**config.mk**
```make
export PLATFORM = sky130hd
export DESIGN_NAME = rs_scheduler
export DESIGN_NICKNAME = d
export VERILOG_FILES = /design/src/rtl/ooo_pkg.sv /design/src/rtl/rs_scheduler.sv
export SDC_FILE = /design/constraint.sdc
export NUM_CORES = 1
export LEC_CHECK = 0
export BUFFER_PORTS_ARGS = -buffer_cell sky130_fd_sc_hd__buf_2
export CORE_AREA = 2 2 118 120
export DETAILED_ROUTE_END_ITERATION = 8
export DIE_AREA = 0 0 120 122
export RECOVER_POWER = 100
export SLEW_MARGIN = 20
export SYNTH_ARGS = -nofsm -noshare
export SYNTH_HDL_FRONTEND = slang
export SYNTH_SLANG_ARGS = --single-unit
```
**constraint.sdc**
```tcl
create_clock -name vclk -period 1.7
set_input_delay 0.085 -clock vclk [all_inputs]
set_output_delay 0.085 -clock vclk [all_outputs]
set_load 0.02 [all_outputs]
```
**src/rtl/ooo_pkg.sv**
```systemverilog
// ################################################
// ooo core shared definitions
// sizes, tag and data types, alu ops, opcodes
// ################################################

`default_nettype none

package ooo_pkg;

    // structure sizes
    localparam int rs_depth  = 4;
    localparam int rob_depth = 7;

    // rv32 major opcodes handled by the issue stage
    localparam logic [6:0] opcode_op     = 7'b0110011;
    localparam logic [6:0] opcode_op_imm = 7'b0010011;

    typedef logic [31:0] word_t;     // data or instruction word
    typedef logic [4:0]  reg_idx_t;  // architectural register number

    // zero means value present, no producer
    typedef logic [2:0]  rob_tag_t;

    typedef logic [1:0]  rs_idx_t;   // station slot

    typedef enum logic [2:0] {
        op_add = 3'd0,
        op_sub = 3'd1,
        op_and = 3'd2,
        op_xor = 3'd3,
        op_mul = 3'd4
    } alu_op_e;

endpackage

`default_nettype wire

```
**src/rtl/rs_scheduler.sv**
```systemverilog
// ################################################
// issue stage: decode, rename, operand forwarding
// picks a free station slot and raises stall
// ################################################

`timescale 1ns/100ps
`default_nettype none

module rs_scheduler
    import ooo_pkg::*;
(
    input  word_t               instr,
    input  logic                issue_req,
    input  logic [rs_depth-1:0] rs_busy,
    input  logic                rob_full,
    input  rob_tag_t            rob_tag_free,
    input  rob_tag_t            reg_tag_j,
    input  rob_tag_t            reg_tag_k,
    input  word_t               reg_val_j,
    input  word_t               reg_val_k,
    input  logic                rob_ready_j,
    input  logic                rob_ready_k,
    input  word_t               rob_val_j,
    input  word_t               rob_val_k,
    input  logic                cdb_valid,
    input  rob_tag_t            cdb_tag,
    input  word_t               cdb_value,
    output reg_idx_t            rs1,
    output reg_idx_t            rs2,
    output reg_idx_t            rd,
    output logic                rs_load,
    output rs_idx_t             rs_slot,
    output alu_op_e             op,
    output word_t               v_j,
    output rob_tag_t            q_j,
    output word_t               v_k,
    output rob_tag_t            q_k,
    output logic                rob_alloc,
    output logic                tag_write,
    output logic                stall
);

    logic supported;
    logic is_imm;
    logic slot_found;
    logic issue;

    assign rs1 = instr[19:15];
    assign rs2 = instr[24:20];
    assign rd  = instr[11:7];

    // decode
    always_comb begin
        supported = 1'b1;
        is_imm    = 1'b0;
        op        = op_add;
        if (instr[6:0] == opcode_op_imm && instr[14:12] == 3'b000) begin
            is_imm = 1'b1; // addi
        end else if (instr[6:0] == opcode_op) begin
            case ({instr[31:25], instr[14:12]})
                {7'b0000000, 3'b000}: op = op_add;
                {7'b0100000, 3'b000}: op = op_sub;
                {7'b0000000, 3'b111}: op = op_and;
                {7'b0000000, 3'b100}: op = op_xor;
                {7'b0000001, 3'b000}: op = op_mul;
                default:              supported = 1'b0;
            endcase
        end else begin
            supported = 1'b0;
        end
    end

    // lowest free slot wins
    always_comb begin
        slot_found = 1'b0;
        rs_slot    = '0;
        for (int i = rs_depth - 1; i >= 0; i--) begin
            if (!rs_busy[i]) begin
                slot_found = 1'b1;
                rs_slot    = rs_idx_t'(i);
            end
        end
    end

    // zero free tag also means no rob slot
    assign stall = !slot_found || rob_full || rob_tag_free == '0;

    assign issue     = issue_req && supported && !stall;
    assign rs_load   = issue;
    assign rob_alloc = issue;
    assign tag_write = issue && rd != '0; // x0 never renamed

    // operand j: cdb, then rob, then regfile, else wait on tag
    always_comb begin
        q_j = reg_tag_j;
        v_j = '0;
        if (reg_tag_j != '0 && cdb_valid && cdb_tag == reg_tag_j) begin
            q_j = '0;
            v_j = cdb_value;
        end else if (reg_tag_j != '0 && rob_ready_j) begin
            q_j = '0;
            v_j = rob_val_j;
        end else if (reg_tag_j == '0) begin
            v_j = reg_val_j;
        end
    end

    // operand k, immediate for addi
    always_comb begin
        q_k = reg_tag_k;
        v_k = '0;
        if (is_imm) begin
            q_k = '0;
            v_k = {{20{instr[31]}}, instr[31:20]};
        end else if (reg_tag_k != '0 && cdb_valid && cdb_tag == reg_tag_k) begin
            q_k = '0;
            v_k = cdb_value;
        end else if (reg_tag_k != '0 && rob_ready_k) begin
            q_k = '0;
            v_k = rob_val_k;
        end else if (reg_tag_k == '0) begin
            v_k = reg_val_k;
        end
    end

endmodule

`default_nettype wire

```
==> key figures <==
Critical path
  • Setup CP Type: in -> out
  • Worst Path Max Fanout: 4
  • Worst Setup Start Kind: input port
  • Setup crit end kind: primary output
  • Worst path required time: roughly 1.6 ns
  • Crit path DAT: ~1.6 ns

Outcome
  • Violated checks: setup timing
  • Outcome: complete, but fails checks

Timing
  • Final setup fails: 22
  • Tmin final: ~1.7 ns
  • Max Transition Viols Final: 0
  • Unrepaired setup endpoints after global routing: true
  • Tightest Pin Transition: ~0.65 ns
  • FMAX: 580 MHz
  • Relative slew slack: around 56%
  • Fin crit share: 101%
  • Final worst setup slack: -0.0251 ns
  • Final hold violation count: 0

Final layout
  • Share of cells above drive strength 1: approximately three fifths
  • Clkbuf count: 0
  • Sequential cell count: 0
  • Most frequent cells in the layout: 241 x buf_2, 108 x nand2_1, 53 x o21ai_0, 49 x buf_4
  • Area Growth Syn to Fin: 101%
  • Commonest non-fill, non-tap cell in the layout: buf_2
  • Fin area: approximately 5000 sq um
  • NumNets Final: 917
  • # fillers: 1501
  • FF+latch area: 0 sq um

Power
  • Leakage: 2.48 nW
  • PwrDens: 279 nW/um^2
  • Maximum VDD drop: 0.142 mV

Logic synthesis
  • Synth Instances: roughly 400
  • Post-Syn Area: around 2500 sq um
  • Net Count, Synth: 616
  • Top post-synthesis cells by area: nand2_1 17%, o21ai_0 11%, a211oi_1 10%
  • Syn. warnings: 0
  • Seq/Total Area, Yosys: 0%
  • Synth top area share: ~17%
  • Syn_area_per_cell: approximately 6.2 sq um
  • Area leader, netlist: nand2_1
  • Netlist cell types: 43

Floorplan
  • Initial Util: 18.4%
  • IO Pins: about 310
  • Row count: 43
  • DIE WIDTH: 120 um
  • Die Y: 122 um
  • Core region area: between 10000 and 15000 sq um
  • Die area: between 10000 and 15000 sq um

Global route
  • First-pass GRT wire length: between 20000 and 25000 um
  • Vias in the first global route: between 3000 and 4000
  • Grt total ovfl: 0
  • GRT Overall Usage: 17.6%
  • Largest net degree at the start of global routing: 36
  • Initial antenna violation count: 1

Drt
  • DRC: 0
  • 1st-pass router iterations: 6
  • Via count: 4335
  • Drt total wl: roughly 16000 um
  • WL/cell: 17.8 um
  • Starting DRC count in detailed routing: 267
  • DRT antenna net count: 0
  • Avg Vias per Cell: around 5

Run
  • Maxcap violations: 0

Placement
  • Dpl hpwl: between 10000 and 15000 um
  • Post-DP Area: roughly 4400 sq um
  • Worst slack, placed: -0.225 ns
  • Port Buffers: between 200 and 300
  • GPL Wtd Cong: approximately 0.86

Clock network
  • Hold-fix buffers at CTS: 0

Worst hold path
  • Worst Hold Class: in -> out
## worst max-delay path: stages
cell and delay, ns:
buf_2 0.11, inv_2 0.05, o21ai_0 0.18, a2111oi_4 0.34, buf_4 0.24, clkbuf_16 0.16, mux2_2 0.32, buf_2 0.16
## synthesized netlist by cell type (all sizes together) (4+ instances only)
library cell,count
clkbuf,33
o21ai,55
nand2,110
a211oi,34
nor2,13
o311ai,21
and3,14
mux2,32
o211ai,22
nor3b,6
nor4b,4
buf,25
## path summary, 6_finish.rpt
kind	from	to	slack, ns	cells after the start
setup / recovery	reg_tag_j[0]	v_j[16]	-0.03	8
hold / removal	instr[17]	rs1[2]	0.17	0
## timing repair
| action | CTS | global route |
|---|---|---|
| resized for setup | 8 | 105 |
| buffers inserted | 0 | 4 |
| setup endpoints to repair | 53 | 67 |
| pin swaps | 0 | 10 |
| cloned | 0 | 9 |
## cells by family (layout without fill, tap and decap cells)
family | after synthesis | count (layout) | synth area share, %
adders and majority gates | 1 | 1 | 0.403
other | 0 | 1 | 0
buffers and inverters | 59 | 357 | 12.5
muxes | 32 | 32 | 16.0
xor gates and xnor gates | 5 | 5 | 1.76
AOI/OAI and AO/OA | 141 | 141 | 39.2
and+or+nand+nor | 165 | 166 | 30.1
## power by group
part | switching (mW) | internal (mW)
combinational | 0.719 | 0.675
clock | 0 | 0.0000000786
sequential | 0 | 0
## per-stage QoR
stage | utilization [%] | TNS [ns] | cells | power [mW] | hold slack (ns)
6_report | 37.0 | -0.256 | 883 | 1.39 | 0.170
5_1_grt | 37.0 | -2.63 | 882 | 1.50 | 0.170
4_1_cts | 32.8 | -0.685 | 869 | 1.22 | 0.170
3_5_place_dp | 32.6 | -4.58 | 869 | 1.21 | 0.170
3_3_place_gp | 32.6 | -3.92 | 869 | 1.20 | 0.170
2_1_floorplan | - | -0.0536 | 403 | 0.659 | 0.260
## area by class of cell
cell class	instances	area, sq um	share of cell area [%]
multi-input cells	345	2460	49.3
repair buffers	356	2310	46.1
well taps	180	225	4.50
inverters	1	3.75	0.0751
diodes	1	2.50	0.0500
## per-layer routing
layer,routed length (um),vias to the layer above,global-route usage (%)
met5,0,-,0
met1,7030,2030,25.0
li1,-,2095,-
met2,7590,202,30.0
met3,990,8,1.83
met4,81,0,1.03
(Power assumes the default switching activity.)
