`src/rtl/ooo_pkg.sv`:
```
// ################################################
// ooo core shared definitions
// sizes, tag and data types, alu ops, opcodes
// ################################################

`default_nettype none

package ooo_pkg;

    // structure sizes
    localparam int rs_depth  = 4;
    localparam int rob_depth = 7;

    // rv32 major opcodes handled by the issue stage
    localparam logic [6:0] opcode_op     = 7'b0110011;
    localparam logic [6:0] opcode_op_imm = 7'b0010011;

    typedef logic [31:0] word_t;     // data or instruction word
    typedef logic [4:0]  reg_idx_t;  // architectural register number

    // zero means value present, no producer
    typedef logic [2:0]  rob_tag_t;

    typedef logic [1:0]  rs_idx_t;   // station slot

    typedef enum logic [2:0] {
        op_add = 3'd0,
        op_sub = 3'd1,
        op_and = 3'd2,
        op_xor = 3'd3,
        op_mul = 3'd4
    } alu_op_e;

endpackage

`default_nettype wire

```
`src/rtl/rob.sv`:
```
// ################################################
// reorder buffer, seven entries, tag = slot + 1
// captures cdb results, commits in order
// ################################################

`timescale 1ns/100ps
`default_nettype none

module rob
    import ooo_pkg::*;
(
    input  logic     clk,
    input  logic     reset,
    input  logic     alloc,
    input  reg_idx_t alloc_rd,
    input  rob_tag_t lookup_j,
    input  rob_tag_t lookup_k,
    input  logic     cdb_valid,
    input  rob_tag_t cdb_tag,
    input  word_t    cdb_value,
    output rob_tag_t free_tag,
    output logic     full,
    output logic     ready_j,
    output logic     ready_k,
    output word_t    val_j,
    output word_t    val_k,
    output logic     commit_valid,
    output reg_idx_t commit_rd,
    output rob_tag_t commit_tag,
    output word_t    commit_value
);

    word_t    e_val [rob_depth];
    reg_idx_t e_rd  [rob_depth];
    logic [rob_depth-1:0] e_rdy; // held after retire until the slot is reused

    logic [2:0] head;
    logic [2:0] tail;
    logic [2:0] count;
    logic       retire;

    function automatic logic [2:0] next_slot(input logic [2:0] p);
        return (p == 3'(rob_depth - 1)) ? 3'd0 : p + 3'd1;
    endfunction

    assign free_tag = rob_tag_t'(tail + 3'd1);
    assign full     = count == 3'(rob_depth);
    assign retire   = count != '0 && e_rdy[head];

    // operand lookup by tag
    always_comb begin
        ready_j = 1'b0;
        ready_k = 1'b0;
        val_j   = '0;
        val_k   = '0;
        for (int i = 0; i < rob_depth; i++) begin
            if (lookup_j == rob_tag_t'(i + 1)) begin
                ready_j = e_rdy[i];
                val_j   = e_val[i];
            end
            if (lookup_k == rob_tag_t'(i + 1)) begin
                ready_k = e_rdy[i];
                val_k   = e_val[i];
            end
        end
    end

    always_ff @(posedge clk) begin
        if (reset) begin
            head         <= '0;
            tail         <= '0;
            count        <= '0;
            e_rdy        <= '0;
            commit_valid <= 1'b0;
        end else begin
            commit_valid <= retire;
            if (alloc) begin
                e_rd[tail]  <= alloc_rd;
                e_rdy[tail] <= 1'b0;
                tail        <= next_slot(tail);
            end
            for (int i = 0; i < rob_depth; i++) begin
                if (cdb_valid && cdb_tag == rob_tag_t'(i + 1)) begin
                    e_val[i] <= cdb_value;
                    e_rdy[i] <= 1'b1;
                end
            end
            if (retire)
                head <= next_slot(head);
            count <= count + 3'(alloc) - 3'(retire);
        end
        commit_rd    <= e_rd[head];
        commit_value <= e_val[head];
        commit_tag   <= rob_tag_t'(head + 3'd1);
    end

endmodule

`default_nettype wire

```
`config.mk`:
```
export PLATFORM = sky130hd
export DESIGN_NAME = rob
export DESIGN_NICKNAME = d
export VERILOG_FILES = /design/src/rtl/ooo_pkg.sv /design/src/rtl/rob.sv
export SDC_FILE = /design/constraint.sdc
export NUM_CORES = 1
export LEC_CHECK = 0
export BUFFER_PORTS_ARGS = -buffer_cell sky130_fd_sc_hd__buf_2
export CORE_UTILIZATION = 35
export DETAILED_ROUTE_END_ITERATION = 7
export SLEW_MARGIN = 20
export SYNTH_ARGS = -nofsm -noshare
export SYNTH_HDL_FRONTEND = slang
export SYNTH_SLANG_ARGS = --single-unit
```
`constraint.sdc`:
```
create_clock -name clk -period 3.99 [get_ports clk]
set_clock_uncertainty 0.15 [all_clocks]
set_input_delay 0.399 -clock clk [delete_from_list [all_inputs] [get_ports clk]]
set_output_delay 0.399 -clock clk [all_outputs]
set_load 0.01 [all_outputs]
```
==> metrics.csv <==
metric,value,unit
LEAKAGE,6.54,nW
clock power share,41.3,%
cts bufs inserted,36,
RR Endpoint,commit_value[31]$_DFF_P_,
CTS tree,built,
Clock transition at path regs,0.06,ns
Net Sw Frac,24.7,%
ant diodes,0,
PD cells,426,nW/µm²
post-DR wirelength/cell,25.0,µm
ANT nets after route,0,
crit path DAT,2.57,ns
WL final,48700,µm
max_cap viols,0,
Max clock buf depth,3,
post-DP HPWL,28500,µm
grt ovf,0,
area of the multi-input gates,5930,µm²
IO Port Bufs,160,
Finish-stage setup viols,0,
Die X,211,µm
Initial Utilization,35.6,%
FF/Latch Area,8930,µm²
Slew @ Worst Pin,1.11,ns
gr usage total,21.7,%
WS Path Type,in2out,
beginning of the worst hold path,cdb_value[22],
CP Cell Sequence,buf_2 > nor2b_2 > buf_4 > a22o_1 > a221o_1 > a22o_1 > buf_2,
die area,44600,µm²
share of the synthesized area in the top cell type,50.8,%
"Largest stage delay, worst path",0.90,ns
largest net degree at the start of global routing,83,
vias in the first global route,11600,
initial antenna violation count,2,
via count,11500,
# clock sinks,316,
Final Hold Vio Count,0,
H-tree lvl count,2,
Final #Nets,1397,
Post-Syn Instances,1172,
most frequent cells in the layout,"edfxtp_1, buf_2, a22o_1",
Netlist cell types,46,
Int Pwr,5.86,mW
Max Clock Freq,0.320,GHz
Avg Inst Size Synth,13.1,µm²
P_sw,1.92,mW
Post-synth EDFFs,259,
number of max-slew violations in the final report,0,
Logic pwr share,11.1,%
share of layout cells above drive strength 1,23.2,%
post-place setup slack,0.883,ns
"Area growth, synth to finish",19.3,%
Yosys top cell by area,edfxtp_1,
Worst R2R Path Depth,5,
fin crit share,78.2,%
synth top area cells,"edfxtp_1, dfxtp_1, mux2i_1, a22o_1, mux4_2",
synthesized cell area,15300,µm²
Startpoint Class,input pin,
Setup TNS Final,0,ns
post_cts resized,0,
Main synth FF type,edfxtp_1,
Core Area,43100,µm²
fill cell count,3961,
hold path cells,1,
post-CTS setup buffers,0,
die height,211,µm
CP required,3.44,ns
Yosys reg bits,316,
Crit. End Element,output port,
register share of total power,47.7,%
"setup slack, reg-to-reg",1.15,ns
Hold Path Class,in2reg,
slowest stage cell on the critical path,nor2b_2,
first-pass GRT wire length,71700,µm
final core utilization,42.4,%
Hold EP,e_val[5][22]$_DFFE_PP_,
Core Rows,76,
"Net Count, Synth",1231,
Max-Slew Margin vs Limit,25.5,%
"Seq/Total Area, Yosys",58.2,%
Placed Cells,1848,
"commonest non-fill, non-tap cell in the layout",edfxtp_1,
Boundary Pins,161,
hold_buf cts,37,
post-layout worst setup margin,0.868,ns
DRC,0,
DRT Pass-1 Iters,6,
CP max FO,17,
CTS root buf,clkbuf_16,
status,"finished, final reports clean",
Tmin final,3.12,ns
worst r2r src,head[0]$_SDFFE_PP0P_,
Syn. warnings,0,
async set-reset flop share out of synthesis,0,%
RSZ-0062 raised after global routing,no,
Initial DRC Count,1034,
gp weighted congestion,0.831,
post-DR vias/cell,5.89,
worst-case vdd ir drop,0.271,mV
Layout Cells excl Fill,1949,
clock latency on the worst-skew pair,0.54,ns
-- kinds of logic after synthesis --
| kind of cell | synth area share (%) |
|---|---|
| multiplexers | 14.0 |
| XOR/XNOR | 0.229 |
| flip-flops | 58.2 |
| adder cells (fa/ha/maj) | 0.784 |
| AO/OA/AOI/OAI | 17.6 |
| AND/OR/NAND/NOR | 5.51 |
| buffers and inverters | 3.68 |
-- per-layer routing --
metal	GRT usage (%)	share of wire [%]
met5	0	0.025
met1	27.7	39
met3	5.06	10
met2	35.0	47
met4	9.72	3.9
-- through the flow --
stage	total power, mW	area [µm²]	hold slack, ns
after floorplan	4.26	15300	0.321
after global placement	4.59	16800	0.350
after detailed placement	4.60	16800	0.373
after CTS	7.84	18300	0.000153
after global routing	8.02	18300	0.0190
final	7.78	18300	0.0423
-- final cells by class --
type	instances	area share, %
clock buffer	43	5.24
clock inverter	21	1.05
inverter	17	0.349
multi-input combinational	735	32.5
sequential	316	48.9
tap	585	4.01
timing repair buffer	232	8.01
-- sequential cells by signal, summed over array words and instances (netlist names) --
register,cells
e_val,224
e_rd,35
commit_value,32
e_rdy,7
commit_rd,5
commit_tag,3
count,3
head,3
tail,3
commit_valid,1
-- power groups by stage --
stage / sequential (mW) / combinational [mW] / clock (mW)
after floorplan: 3.77 / 0.492 / 0
after global placement: 3.77 / 0.814 / 0
after detailed placement: 3.78 / 0.824 / 0
after CTS: 3.71 / 0.857 / 3.28
after global routing: 3.72 / 0.919 / 3.39
final: 3.71 / 0.862 / 3.21
-- synth_stat cells, drive strengths merged (9+ instances only) --
| cell | instances |
|---|---|
| mux4 | 38 |
| mux2 | 25 |
| mux2i | 100 |
| edfxtp | 259 |
| clkbuf | 45 |
| o22ai | 10 |
| a21oi | 77 |
| nor2 | 101 |
| dfxtp | 57 |
| inv | 17 |
| a221o | 54 |
| o21ai | 19 |
| o211ai | 59 |
| a211oi | 10 |
| a221oi | 9 |
| buf | 59 |
| nand2 | 72 |
| a22o | 103 |
-- worst max-delay path: cells and delay by family --
kind,cells,cell delay (ns)
AOI/OAI and AO/OA,3,0.47
and+or+nand+nor,1,0.90
buffers and inverters,3,0.79
-- how the worst max path moves through the flow --
| stage | cells after the start | start | endpoint | slack (ns) |
|---|---|---|---|---|
| finish | 7 | lookup_k[0] | val_k[19] | 0.87 |
| global route | 7 | lookup_k[0] | val_k[27] | 0.74 |
| CTS | 7 | lookup_k[0] | val_k[27] | 0.88 |
| detailed placement | 7 | lookup_k[0] | val_k[27] | 0.88 |
| global placement | 7 | lookup_k[0] | val_k[27] | 0.89 |
| floorplan | 3 | reset | e_val[1][0]$_DFFE_PP_ | 0.47 |
Power figures use the tool's default switching activity.
