==> config.mk <==
export PLATFORM = sky130hd
export DESIGN_NAME = res_station
export DESIGN_NICKNAME = d
export VERILOG_FILES = /design/src/rtl/ooo_pkg.sv /design/src/rtl/res_station.sv
export SDC_FILE = /design/constraint.sdc
export NUM_CORES = 1
export LEC_CHECK = 0
export BUFFER_PORTS_ARGS = -buffer_cell sky130_fd_sc_hd__buf_4
export CAP_MARGIN = 30
export CORE_MARGIN = 2
export CORE_UTILIZATION = 35
export DETAILED_ROUTE_END_ITERATION = 10
export GPL_TIMING_DRIVEN = 0
export PLACE_DENSITY = 0.6
export RECOVER_POWER = 25
export SLEW_MARGIN = 30
export SYNTH_ARGS = -nofsm -noshare
export SYNTH_HDL_FRONTEND = slang
export SYNTH_SLANG_ARGS = --single-unit
==> constraint.sdc <==
create_clock -name clk -period 10.34 [get_ports clk]
set_clock_uncertainty 0.05 [all_clocks]
set_input_delay 2.068 -clock clk [delete_from_list [all_inputs] [get_ports clk]]
set_output_delay 2.068 -clock clk [all_outputs]
set_load 0.02 [all_outputs]
==> src/rtl/ooo_pkg.sv <==
// ################################################
// ooo core shared definitions
// sizes, tag and data types, alu ops, opcodes
// ################################################

`default_nettype none

package ooo_pkg;

    // structure sizes
    localparam int rs_depth  = 4;
    localparam int rob_depth = 7;

    // rv32 major opcodes handled by the issue stage
    localparam logic [6:0] opcode_op     = 7'b0110011;
    localparam logic [6:0] opcode_op_imm = 7'b0010011;

    typedef logic [31:0] word_t;     // data or instruction word
    typedef logic [4:0]  reg_idx_t;  // architectural register number

    // zero means value present, no producer
    typedef logic [2:0]  rob_tag_t;

    typedef logic [1:0]  rs_idx_t;   // station slot

    typedef enum logic [2:0] {
        op_add = 3'd0,
        op_sub = 3'd1,
        op_and = 3'd2,
        op_xor = 3'd3,
        op_mul = 3'd4
    } alu_op_e;

endpackage

`default_nettype wire

==> src/rtl/res_station.sv <==
// ################################################
// reservation station, four entries
// cdb wakeup, dispatches oldest ready entry
// ################################################

`timescale 1ns/100ps
`default_nettype none

module res_station
    import ooo_pkg::*;
(
    input  logic                clk,
    input  logic                reset,
    input  logic                load,
    input  rs_idx_t             slot,
    input  alu_op_e             op,
    input  word_t               v_j,
    input  rob_tag_t            q_j,
    input  word_t               v_k,
    input  rob_tag_t            q_k,
    input  rob_tag_t            tag,
    input  logic                cdb_valid,
    input  rob_tag_t            cdb_tag,
    input  word_t               cdb_value,
    output logic [rs_depth-1:0] busy,
    output logic                disp_valid,
    output alu_op_e             disp_op,
    output rob_tag_t            disp_tag,
    output word_t               disp_a,
    output word_t               disp_b
);

    alu_op_e  e_op  [rs_depth];
    word_t    e_vj  [rs_depth];
    word_t    e_vk  [rs_depth];
    rob_tag_t e_qj  [rs_depth];
    rob_tag_t e_qk  [rs_depth];
    rob_tag_t e_tag [rs_depth];
    rs_idx_t  e_age [rs_depth]; // number of older entries still held

    rs_idx_t    disp_slot;
    rs_idx_t    new_age;
    logic [2:0] n_busy;

    // oldest entry with both operands present
    always_comb begin
        rs_idx_t best_age;
        disp_valid = 1'b0;
        disp_slot  = '0;
        best_age   = '0;
        for (int i = 0; i < rs_depth; i++) begin
            if (busy[i] && e_qj[i] == '0 && e_qk[i] == '0 &&
                (!disp_valid || e_age[i] < best_age)) begin
                disp_valid = 1'b1;
                disp_slot  = rs_idx_t'(i);
                best_age   = e_age[i];
            end
        end
    end

    assign disp_op  = e_op[disp_slot];
    assign disp_tag = e_tag[disp_slot];
    assign disp_a   = e_vj[disp_slot];
    assign disp_b   = e_vk[disp_slot];

    always_comb begin
        n_busy = '0;
        for (int i = 0; i < rs_depth; i++)
            n_busy = n_busy + 3'(busy[i]);
    end

    // entry leaving this cycle no longer counts as older
    assign new_age = rs_idx_t'(n_busy - 3'(disp_valid));

    always_ff @(posedge clk) begin
        if (reset) begin
            busy <= '0;
            for (int i = 0; i < rs_depth; i++)
                e_age[i] <= '0;
        end else begin
            for (int i = 0; i < rs_depth; i++) begin
                // wakeup
                if (busy[i] && e_qj[i] != '0 && cdb_valid && cdb_tag == e_qj[i]) begin
                    e_vj[i] <= cdb_value;
                    e_qj[i] <= '0;
                end
                if (busy[i] && e_qk[i] != '0 && cdb_valid && cdb_tag == e_qk[i]) begin
                    e_vk[i] <= cdb_value;
                    e_qk[i] <= '0;
                end
                if (disp_valid && e_age[i] > e_age[disp_slot])
                    e_age[i] <= e_age[i] - 2'd1;
            end
            if (disp_valid)
                busy[disp_slot] <= 1'b0;
            if (load) begin
                busy[slot]  <= 1'b1;
                e_op[slot]  <= op;
                e_vj[slot]  <= v_j;
                e_qj[slot]  <= q_j;
                e_vk[slot]  <= v_k;
                e_qk[slot]  <= q_k;
                e_tag[slot] <= tag;
                e_age[slot] <= new_age;
            end
        end
    end

endmodule

`default_nettype wire

==> metrics.yaml <==
yosysWarnings: 0
clockBufferDepth: 3
path_clk_slew_ns: 0.06
synthToLayoutAreaGrowth_pct: 22.7
finalNonFillerCells: 2435
drc: 0
multi_input_area_sq_mm: 0.00563
cts.htree.levels: 2
internal-power_w: 0.00222
regArea_sq_mm: 0.00945
critPathCaptureType: "primary output"
seq_area_frac_synth_pct: 61.1
switchingPower_w: 0.000672
placed_area_sq_mm: 0.0181
synthTopCellsByCount: "nand2_1, edfxtp_1, a21oi_1, nand3_1, a221o_1"
syn_avg_cell_area_sq_um: 9.93
fmax_mhz: 101
violations: "max-capacitance violations, max-slew violations"
pwr-share-seq_pct: 50.5
synth_nets: 1686
die_h_microns: 214
worst_pin_slew_ns: 1.87
routedWlPerCell_microns: 23.3
place_congestion: 0.885
cts_buffers: 35
worst_skew_pair.late_latency_ns: 0.53
grt_pass1_wl_mm: 83.4
synthCells: 1559
yosysTopAreaCell: "edfxtp_1"
slew_viol_final: 10
p_leak_nw: 7.37
ys_seq_elements: 316
cts_root_buffer: "clkbuf_16"
dp_hpwl_mm: 40.5
clkSinkCount: 316
setup_viol: 0
numPortBuffers: 190
totalWireLength_mm: 56.6
synth.cell_area_sq_mm: 0.0155
grt_pass1_vias: 13300
coreArea_sq_mm: 0.0439
synthTopCellsByArea: "edfxtp_1, nand2_1, a221o_1"
hold_viol: 0
hold_ws_ns: 0.528
rsz0062_at_grt: "no"
arrival_ns: 7.77
placed_cells: 2375
critical_path_required_ns: 8.22
cp-start-kind: "flip-flop"
ys_types: 61
grt_antenna_before_repair: 3
drive_above_1_share_pct: 16.3
final_antenna_net_count: 0
async_flop_share_pct: 0
worst-setup-path-type: "reg2out"
drv_cap: 1
num_io_pins: 192
dr_total_vias: 13300
postLayoutCellArea_sq_mm: 0.0190
yosysMostFrequentCell: "nand2_1"
vias_per_cell: 5.46
rows: 77
drtIter0Drc: 1511
maxSlewHeadroom_pct: -25.5
cts_tree: "done"
die_w_microns: 214
outcome: "finished, violations left"
synth_edf_count: 312
synth_top_cell_area_share_pct: 60.5
start_util_pct: 35.2
nFillCells: 4278
synth_ff_type: "edfxtp_1"
drt_first_pass_iters: 5
cts_setup_buffers: 0
utilization_pct: 43.2
comb_power_share_pct: 8.2
die-area_sq_mm: 0.0459
p_clk_share_pct: 41.4
grt_usage_pct: 24.3
min_period_over_period_pct: 95.6
final_nets: 1946
p_per_area_mw_per_mm2: 152
grt_overflow: 0
crit_fanout: 18
worst_ir_drop_vdd_uv: 91.7
min_path_type: "reg2reg"
grt_start_max_net_pins: 19
fin_crit_ns: 9.89
switching_share_pct: 23.3
-- state kept, by name, summed over array words and instances, names as in the netlist --
signal and flops:
e_age 8, e_vj 128, busy 4, e_qk 12, e_op 12, e_tag 12, e_vk 128, e_qj 12
-- power groups by stage --
stage	Sequential (W)	Clock, W	Combinational [W]
after floorplan	0.00148	0	0.000109
after global placement	0.00149	0	0.000222
after detailed placement	0.00148	0	0.000238
after CTS	0.00146	0.00120	0.000239
after global routing	0.00146	0.00125	0.000257
final	0.00146	0.00119	0.000235
-- path summary, 6_finish.rpt --
path | from | end | slack [ns] | cells after the start
worst max-delay path | e_qj[0][2] | disp_a[1] | 0.45 | 26
worst min-delay path | busy[1] | busy[1] | 0.53 | 2
worst max register to register | e_qj[0][2] | e_age[0][1] | 1.53 | 29
worst min register to register | busy[1] | busy[1] | 0.53 | 2
-- cell families after synthesis --
group	count (synthesis)	share of synthesized area (%)
fa+ha+maj	12	1.00
buf+inv	114	2.92
xor+xnor	20	1.13
flops	316	61.1
simple gates	884	23.5
compound gates	213	10.4
-- layout by cell type, fill, tap and decap left out, drive strengths merged, types with 2 or more instances in the layout --
| cell type | netlist | routed |
|---|---|---|
| o22ai | 2 | 2 |
| o311ai | 3 | 3 |
| or2 | 4 | 4 |
| clkbuf | 69 | 138 |
| or3 | 2 | 2 |
| maj3 | 2 | 2 |
| nor4 | 4 | 4 |
| clkinv | 0 | 9 |
| inv | 16 | 17 |
| nor3b | 7 | 7 |
| xnor2 | 9 | 9 |
| dfxtp | 4 | 4 |
| a221o | 71 | 71 |
| and2 | 20 | 20 |
| a31oi | 7 | 7 |
| nor3 | 11 | 11 |
| bufinv | 0 | 2 |
| o21a | 4 | 4 |
| or4 | 3 | 3 |
| xor2 | 11 | 11 |
| nand3 | 75 | 75 |
| nor2b | 3 | 3 |
| diode | 0 | 3 |
| o41ai | 4 | 4 |
| o211ai | 5 | 5 |
| a211oi | 2 | 2 |
| o31ai | 13 | 13 |
| ha | 9 | 9 |
| a21oi | 82 | 82 |
| nand2 | 731 | 731 |
| a41oi | 2 | 2 |
| buf | 29 | 229 |
| edfxtp | 312 | 312 |
| nor2 | 13 | 13 |
| a311oi | 2 | 2 |
| o21ai | 6 | 6 |
| and3 | 7 | 7 |
-- area by class of cell --
cell class	count	area share (%)
Sequential cell	316	49.7
Multi-Input combinational cell	1129	29.6
Timing Repair Buffer	224	8.72
Clock buffer	46	4.94
Tap cell	592	3.90
Buffer	97	2.09
Clock inverter	12	0.626
Inverter	16	0.316
Antenna cell	3	0.0395
-- metal layers --
metal  vias up  share of wire [%]  wire, microns  global-route usage (%)
met5         -                  0              0                       0
met1      6345                 40          22400                    31.2
met2       738                 46          26100                    39.1
met3       153                9.6           5420                    5.08
li1       6056                  -              -                       -
met4         0                4.8           2690                    12.0
-- through the flow --
| stage | power (W) | setup TNS [ns] | setup WS [ns] |
|---|---|---|---|
| floorplan | 0.00159 | 0 | 2.65 |
| finish | 0.00289 | 0 | 0.454 |
| detailed placement | 0.00172 | 0 | 0.240 |
| CTS | 0.00290 | 0 | 0.0551 |
| global route | 0.00297 | 0 | 0.0888 |
| global placement | 0.00171 | -14.36 | -0.415 |
-- critical path: stages (launching register included) --
cell and delay [ns]:
edfxtp_1 0.44, nor4_1 0.48, and3_1 0.36, nand2_1 0.11, ha_1 0.28, a21oi_1 0.37, o21a_1 0.25, clkbuf_1 0.55
clkbuf_2 0.43, nor2_1 0.07, a21oi_1 0.18, ha_1 0.22, nor2_1 0.07, nand2_1 0.07, a211oi_1 0.05, or3b_4 0.45
nand2_2 0.45, a21bo_2 0.23, ha_1 0.22, nor2_1 0.09, o21a_1 0.16, a41o_1 0.11, buf_2 0.20, buf_2 0.28
buf_1 0.53, a221o_1 0.39, buf_4 0.19
-- timing repair --
action / in CTS / in global routing
pin swaps: 0 / 0
setup endpoints to repair: 69 / 70
endpoints found under the hold margin: 0 / 0
hold buffers: 0 / 0
resized for setup: 4 / 4
Note: power is estimated with default switching activity, not from simulation.
