File: src/rtl/ooo_pkg.sv
// ################################################
// ooo core shared definitions
// sizes, tag and data types, alu ops, opcodes
// ################################################

`default_nettype none

package ooo_pkg;

    // structure sizes
    localparam int rs_depth  = 4;
    localparam int rob_depth = 7;

    // rv32 major opcodes handled by the issue stage
    localparam logic [6:0] opcode_op     = 7'b0110011;
    localparam logic [6:0] opcode_op_imm = 7'b0010011;

    typedef logic [31:0] word_t;     // data or instruction word
    typedef logic [4:0]  reg_idx_t;  // architectural register number

    // zero means value present, no producer
    typedef logic [2:0]  rob_tag_t;

    typedef logic [1:0]  rs_idx_t;   // station slot

    typedef enum logic [2:0] {
        op_add = 3'd0,
        op_sub = 3'd1,
        op_and = 3'd2,
        op_xor = 3'd3,
        op_mul = 3'd4
    } alu_op_e;

endpackage

`default_nettype wire

File: src/rtl/alu_unit.sv
// ################################################
// execute stage, single cycle alu
// result registered onto the common data bus
// ################################################

`timescale 1ns/100ps
`default_nettype none

module alu_unit
    import ooo_pkg::*;
(
    input  logic     clk,
    input  logic     reset,
    input  logic     disp_valid,
    input  alu_op_e  disp_op,
    input  rob_tag_t disp_tag,
    input  word_t    disp_a,
    input  word_t    disp_b,
    output logic     cdb_valid,
    output rob_tag_t cdb_tag,
    output word_t    cdb_value
);

    word_t result;

    always_comb begin
        case (disp_op)
            op_sub:  result = disp_a - disp_b;
            op_and:  result = disp_a & disp_b;
            op_xor:  result = disp_a ^ disp_b;
            op_mul:  result = disp_a * disp_b; // low 32 bits
            default: result = disp_a + disp_b;
        endcase
    end

    always_ff @(posedge clk) begin
        if (reset)
            cdb_valid <= 1'b0;
        else
            cdb_valid <= disp_valid;
        cdb_tag   <= disp_tag;
        cdb_value <= result;
    end

endmodule

`default_nettype wire

File: config.mk
export PLATFORM = sky130hd
export DESIGN_NAME = alu_unit
export DESIGN_NICKNAME = d
export VERILOG_FILES = /design/src/rtl/ooo_pkg.sv /design/src/rtl/alu_unit.sv
export SDC_FILE = /design/constraint.sdc
export NUM_CORES = 1
export LEC_CHECK = 0
export BUFFER_PORTS_ARGS = -buffer_cell sky130_fd_sc_hd__clkbuf_2
export CAP_MARGIN = 20
export CELL_PAD_IN_SITES_DETAIL_PLACEMENT = 1
export CELL_PAD_IN_SITES_GLOBAL_PLACEMENT = 2
export CORE_AREA = 2 2 235 237
export CTS_BUF_LIST = sky130_fd_sc_hd__clkbuf_16
export DETAILED_ROUTE_END_ITERATION = 10
export DIE_AREA = 0 0 237 239
export GPL_TIMING_DRIVEN = 1
export PLACE_DENSITY_LB_ADDON = 0.1
export SLEW_MARGIN = 0
export SYNTH_ARGS = -nofsm -noshare
export SYNTH_HDL_FRONTEND = slang
export SYNTH_SLANG_ARGS = --single-unit
File: constraint.sdc
create_clock -name clk -period 7.5 [get_ports clk]
set_input_delay 0.75 -clock clk [delete_from_list [all_inputs] [get_ports clk]]
set_output_delay 0.75 -clock clk [all_outputs]
set_load 0.01 [all_outputs]
==> results by group, run 1 <==
Min path
  • Worst hold path depth: 1
  • Startpoint of the tightest hold check path: disp_tag[0]
  • Terminating pin of the worst hold path: cdb_tag[0]
  • Hold crit path type: in2reg

Setup path
  • Buf/Inv on CP: 6
  • Slowest-stage cell, CP: fa_1
  • Setup CP Type: in2reg
  • Data arrival time at the worst-slack endpoint: 7.54 ns
  • Worst path most repeated cell: fa_1
  • Max Fanout on Critical Path: 9
  • Cell class contributing the biggest share of worst-path delay: adder cells
  • Cell breakdown of the critical path: clkbuf_2 > buf_6 > buf_4 > and2_1 > fa_1 > inv_1 > fa_1 > fa_1 > inv_1 > fa_1 > inv_1 > fa_1 > fa_1 > fa_1 > fa_1 > xnor2_1 > xnor2_1 > xnor2_1 > xnor2_1 > xnor2_1 > xnor3_2 > or4_4 > o2111ai_2
  • Worst endpoint required time: 7.71 ns
  • Kind of start point of the critical path: primary input
  • Biggest cell delay along the critical path: 0.56 ns
  • Critical path capture point type: register

Die
  • Area of the core: 54340 um2
  • Total die area: 56640 um2
  • Boundary Pins: 109
  • Chip height: 239 um
  • Starting Density: 0.3641
  • Site row count: 86
  • Horizontal die dimension: 237 um

Timing
  • Max Fclk: 136.5 MHz
  • Slew of the pin with the lowest slew margin: 0.9002 ns
  • Unrepaired setup endpoints after global routing: true
  • Sum of negative setup slack: 0 ns
  • Final setup violating endpoints: 0
  • Worst slew margin: 0.3943
  • Final-report hold violation count: 0
  • Final critical-path share of the clock period: 0.9770
  • Final worst path period need: 7.327 ns
  • Number of max-slew violations in the final report: 0

Cells and area
  • Area added between synthesis and finish: 15.98%
  • Final net count: 3109
  • Layout cell share with drive strength beyond 1: 0.1553
  • Filler instances: 6317

Place
  • Port Buffer Count: 108
  • Hpwl dp: 65530 um
  • Routability-driven placement congestion ratio: 0.9153

Logic synthesis
  • Synthesized netlist cell count: 2228
  • Async S/R FF share, synth: 0
  • Number of distinct library cells after synthesis: 66
  • Syn nets: 2897
  • Share of the yosys chip area belonging to registers: 0.03643
  • Most instantiated library cell after synthesis: fa_1
  • Cell taking the most area after synthesis: fa_1
  • Most instantiated cells after synthesis: 409 x fa_1, 395 x inv_1, 294 x and2_1
  • Area share of the leading cell type in the synthesized netlist: 0.4139
  • Number of storage elements in the synthesis netlist: 36
  • Most area-consuming cells after synthesis: fa_1 41%, ha_1 12%, and2_1 9.3%
  • Area of the mapped netlist: 19780 um2
  • Ys flop type: dfxtp_1
  • Mean Syn Cell Area: 8.880 um2
  • YS warnings: 0
  • Count of flip-flops with a built-in enable after synthesis: 0

Global route
  • Vias in the first global route: 18180
  • Largest net degree at the start of global routing: 28
  • Leftover overflow at the end of global routing: 0
  • Initial antenna violation count: 7
  • Total track usage: 0.2774
  • Wire length of the first global-routing pass: 115200 um

Detailed routing
  • Detailed-route wire length per cell: 24.20 um
  • Final wirelength: 76200 um
  • Drt pass-1 iters: 5
  • Number of routed nets with antenna violations: 0
  • Post-detailed-route DRC marker count: 0
  • Avg Vias per Cell: 5.184
  • Drt first-iter violations: 787
  • Overall via count from detail_route: 16320

Clocking
  • Clock edge transition at the registers on the reported setup and hold paths: 0.07 ns
  • Maximum level of the CTS H-tree: 2
  • CTS sink count: 36
  • Maximum clock path buffer count: 2
  • CTS tree: done
  • Root buffer cell: clkbuf_16
  • Clock buffer count from CTS: 5

Job
  • Number of max-capacitance violations reported: 0

Status
  • Run status: completed
[flip-flops by register name (all words and copies together) (netlist names)]
register and flops:
cdb_tag 3, cdb_value 32, cdb_valid 1
[stage by stage]
stage                     worst slack [ns]  hold slack [ns]    util  std cells  instance area [um2]
after floorplan                    0.06991           0.7777       -       2228                19780
after global placement             -0.3550           0.8531  0.4155       3135                22580
after detailed placement           -0.3372           0.8552  0.4155       3135                22580
after CTS                          0.01226           0.5322  0.4184       3143                22730
after global routing              -0.02202           0.5364  0.4221       3145                22930
final                               0.1727           0.5409  0.4222       3149                22940
[cells by family (layout without fill, tap and decap cells)]
family / count (synthesis) / count (layout) / share of synthesized area
AND/OR/NAND/NOR: 679 / 679 / 0.1775
buffers and inverters: 510 / 723 / 0.09739
multiplexers: 31 / 31 / 0.01575
adder cells (fa/ha/maj): 596 / 596 / 0.5321
XOR/XNOR: 138 / 138 / 0.06179
AO/OA/AOI/OAI: 238 / 238 / 0.07899
other: 0 / 4 / 0
flip-flops: 36 / 36 / 0.03643
[worst max-delay path by stage]
stage / slack (ns) / to / cells after the start / startpoint
final: 0.17 / cdb_value[31] / 23 / disp_a[13]
after global placement: -0.35 / cdb_value[31] / 22 / disp_b[2]
after CTS: 0.01 / cdb_value[31] / 24 / disp_b[6]
after floorplan: 0.07 / cdb_value[27] / 25 / disp_b[6]
after global routing: -0.02 / cdb_value[30] / 24 / disp_a[10]
after detailed placement: -0.34 / cdb_value[31] / 22 / disp_b[2]
[final cells by class]
cell class                 count  area, um2  area share
clock buffer                   5      125.1    0.005453
tap                          704      880.8     0.03839
timing repair buffer         320       2412      0.1051
sequential                    36      720.7     0.03141
clock inverter                 3      18.77   0.0008180
inverter                     395       1483     0.06462
antenna                        4      10.01   0.0004363
multi-input combinational   1682      17290      0.7537
[timing repair]
item                                   CTS  global route
gates resized for setup                  4            48
pin swaps                                3            20
endpoints found under the hold margin    0             0
hold buffers                             0             0
setup endpoints to repair                1             8
cloned                                   0             0
setup buffers                            0             2
[routing by layer]
metal,vias to the layer above,GRT usage,wire [um]
met5,-,0,43
met3,72,0.03557,4012
met2,401,0.4510,34880
met1,8573,0.3972,35800
met4,6,0.05562,1460
li1,7272,-,-
[cells in the final DEF (no fill, tap or decap), types with 5 or more instances in the layout]
cell	synthesis	routed
a211oi_1	7	6
a21o_1	22	22
a21oi_1	59	58
and2_1	294	294
and3_1	8	7
buf_12	0	19
buf_4	0	186
buf_6	1	8
clkbuf_16	0	5
clkbuf_2	1	103
dfxtp_1	36	36
fa_1	409	401
fa_2	0	8
ha_1	187	181
inv_1	395	395
mux2i_1	30	30
nand2_1	260	259
nand2b_1	9	9
nand3_1	9	9
nor2_1	43	43
nor2b_1	8	8
nor3_1	13	13
o211a_1	5	5
o211ai_1	6	6
o21a_1	15	15
o21ai_0	51	47
o221ai_1	8	7
o22ai_1	8	8
o31ai_1	12	11
o41ai_1	7	6
or3_1	8	8
xnor2_1	89	89
xor2_1	48	48
Power of run 1 is not shown: default switching activity piles up to over one toggle a cycle in this logic, so the estimate is an artifact.
==> run 2: changes to the inputs <==
Settings changed: CELL_PAD_IN_SITES_DETAIL_PLACEMENT 1 to 0, CELL_PAD_IN_SITES_GLOBAL_PLACEMENT 2 to 1, CORE_AREA 2 2 235 237 to 2 2 202 204, DIE_AREA 0 0 237 239 to 0 0 204 206.
Clock period 7.5 ns to 7 ns, I/O delays scaled along.
==> results by group, run 2 (synthesis gave the netlist of run 1 again) <==
Status
  • Run status: finished with violations
  • Failing checks: negative setup slack

Detailed routing
  • Final wirelength: 68000 um (-11%)
  • Avg Vias per Cell: 5.444 (+5.0%)
  • Overall via count from detail_route: 16390 (+0.37%)
  • Number of routed nets with antenna violations: 0 (unchanged)
  • Post-detailed-route DRC marker count: 0 (unchanged)
  • Detailed-route wire length per cell: 22.59 um (-6.6%)
  • Drt first-iter violations: 1093 (+39%)
  • Drt pass-1 iters: 6 (+1)

Place
  • Hpwl dp: 57570 um (-12%)
  • Port Buffer Count: 108 (unchanged)
  • Total placed cells including tap cells: 2993 (-4.5%)
  • Cell area after placement: 22570 um2 (about the same)
  • Routability-driven placement congestion ratio: 0.9316 (+1.8%)

Timing
  • Final-report hold violation count: 0 (unchanged)
  • Max Fclk: 140.7 MHz
  • Final setup violating endpoints: 6 (+6)
  • Unrepaired setup endpoints after global routing: true
  • Worst slew margin: 0.2905 (-0.1038)
  • Final critical-path share of the clock period: 1.015
  • Fin worst setup slack: -0.1064 ns (-0.2791 ns)
  • Final worst path period need: 7.106 ns
  • Number of max-slew violations in the final report: 0 (unchanged)
  • Worst hold-check slack: 0.4937 ns (-0.04716 ns)
  • Slew of the pin with the lowest slew margin: 1.062 ns (+0.1617 ns)

Setup path
  • Kind of start point of the critical path: primary input
  • Slowest-stage cell, CP: fa_1
  • Critical path capture point type: register
  • Worst path most repeated cell: fa_1
  • Data arrival time at the worst-slack endpoint: 7.33 ns (-0.21 ns)
  • Biggest cell delay along the critical path: 0.55 ns (about the same)
  • Max Fanout on Critical Path: 7 (-2)
  • Setup CP Type: in2reg
  • Worst endpoint required time: 7.22 ns (-0.49 ns)
  • Cell breakdown of the critical path: clkbuf_16 > buf_12 > buf_4 > and2_1 > fa_1 > inv_1 > fa_1 > fa_1 > fa_1 > inv_1 > ha_1 > ha_1 > fa_1 > fa_1 > ha_1 > and4_1 > and3_1 > a21oi_4 > and3_4 > o31ai_4 > o31a_1 > nand2_1 > or4_1 > o2111ai_1

Min path
  • Hold crit path type: in2reg

Die
  • Total die area: 42020 um2 (-26%)
  • Horizontal die dimension: 204 um (-14%)
  • Boundary Pins: 109 (unchanged)
  • Starting Density: 0.4923 (+0.1283)
  • Chip height: 206 um (-14%)
  • Site row count: 74 (-14%)
  • Area of the core: 40180 um2 (-26%)

Cells and area
  • Post-route core utilization: 0.5827 (+0.1604)
  • Final net count: 3145 (+1.2%)
  • Layout cell share with drive strength beyond 1: 0.1857 (+0.03044)
  • Registers with the most flip-flops: cdb_value (32), cdb_tag (3), cdb_valid (1)
  • Number of flip-flops under the largest register name: 32 (unchanged)
  • Non-filler cells, final: 3010 (-4.4%)
  • Commonest non-fill, non-tap cells in the layout: 393 x inv_1, 393 x fa_1, 286 x and2_1
  • Post-layout instance area: 23410 um2 (+2.0%)
  • Largest Register: cdb_value
  • Area added between synthesis and finish: 18.35%

Global route
  • Leftover overflow at the end of global routing: 0 (unchanged)
  • Wire length of the first global-routing pass: 105200 um (-8.7%)
  • Largest net degree at the start of global routing: 27 (-3.6%)
  • Total track usage: 0.3384 (+0.06091)
  • Initial antenna violation count: 3 (-4)
  • Vias in the first global route: 17390 (-4.4%)

Clocking
  • Maximum level of the CTS H-tree: 2 (unchanged)
  • CTS sink count: 36 (unchanged)
  • CTS tree: done
  • Maximum clock path buffer count: 2 (unchanged)
  • Root buffer cell: clkbuf_16
  • Clock edge transition at the registers on the reported setup and hold paths: 0.06 ns (about the same)
  • Clock buffer count from CTS: 5 (unchanged)

Job
  • Number of max-capacitance violations reported: 0 (unchanged)
[run 2: changes by cell type in the layout (fill, tap and decap cells not counted), moves of 9 or more]
cell      previous run  this run
clkbuf_2           103        89
clkbuf_4             4        13
buf_4              186       218
ha_1               181       171
ha_4                 4        15
[run 2: worst max-delay path, delay by kind of cell]
kind | cells | cell delay [ns]
buffers and inverters | 5 | 0.52
adder cells (fa/ha/maj) | 9 | 3.91
AO/OA/AOI/OAI | 4 | 0.77
AND/OR/NAND/NOR | 6 | 1.40
[run 2: area by class of cell]
class / count / area (um2)
Antenna cell: 1 / 2.502
Clock inverter: 3 / 42.54
Fill cell: 3726 / 16770
Timing Repair Buffer: 356 / 2770
Tap cell: 532 / 665.6
Inverter: 395 / 1483
Clock buffer: 5 / 125.1
Multi-Input combinational cell: 1682 / 17600
Sequential cell: 36 / 720.7
[run 2: path summary, 6_finish.rpt]
| path | from | end | cells past startpoint |
|---|---|---|---|
| setup / recovery | disp_b[2] | cdb_value[31] | 24 |
| hold / removal | disp_tag[1] | cdb_tag[1] | 1 |
[run 2: metal layers]
layer,vias to the layer above,share of wire,track usage
li1,7347,-,-
met5,-,0.00024,0
met4,2,0.034,0.09860
met1,8294,0.45,0.4850
met3,105,0.064,0.03737
met2,637,0.45,0.5432
[run 2: timing repair]
action | in CTS | in global routing
hold buffers | 0 | 0
setup buffers | 8 | 5
cloned | 1 | 0
pin swaps | 69 | 38
gates resized for setup | 94 | 33
endpoints found under the setup margin | 11 | 12
[run 2: stage by stage]
step                      setup slack, ns  TNS (ns)
after floorplan                  -0.01025  -0.01310
after detailed placement          -0.6342    -5.450
final                             -0.1064   -0.3980
after global placement            -0.6455    -5.081
after CTS                        -0.04814   -0.1300
after global routing              -0.3021    -2.105
Power of run 2 is left out for the same reason.
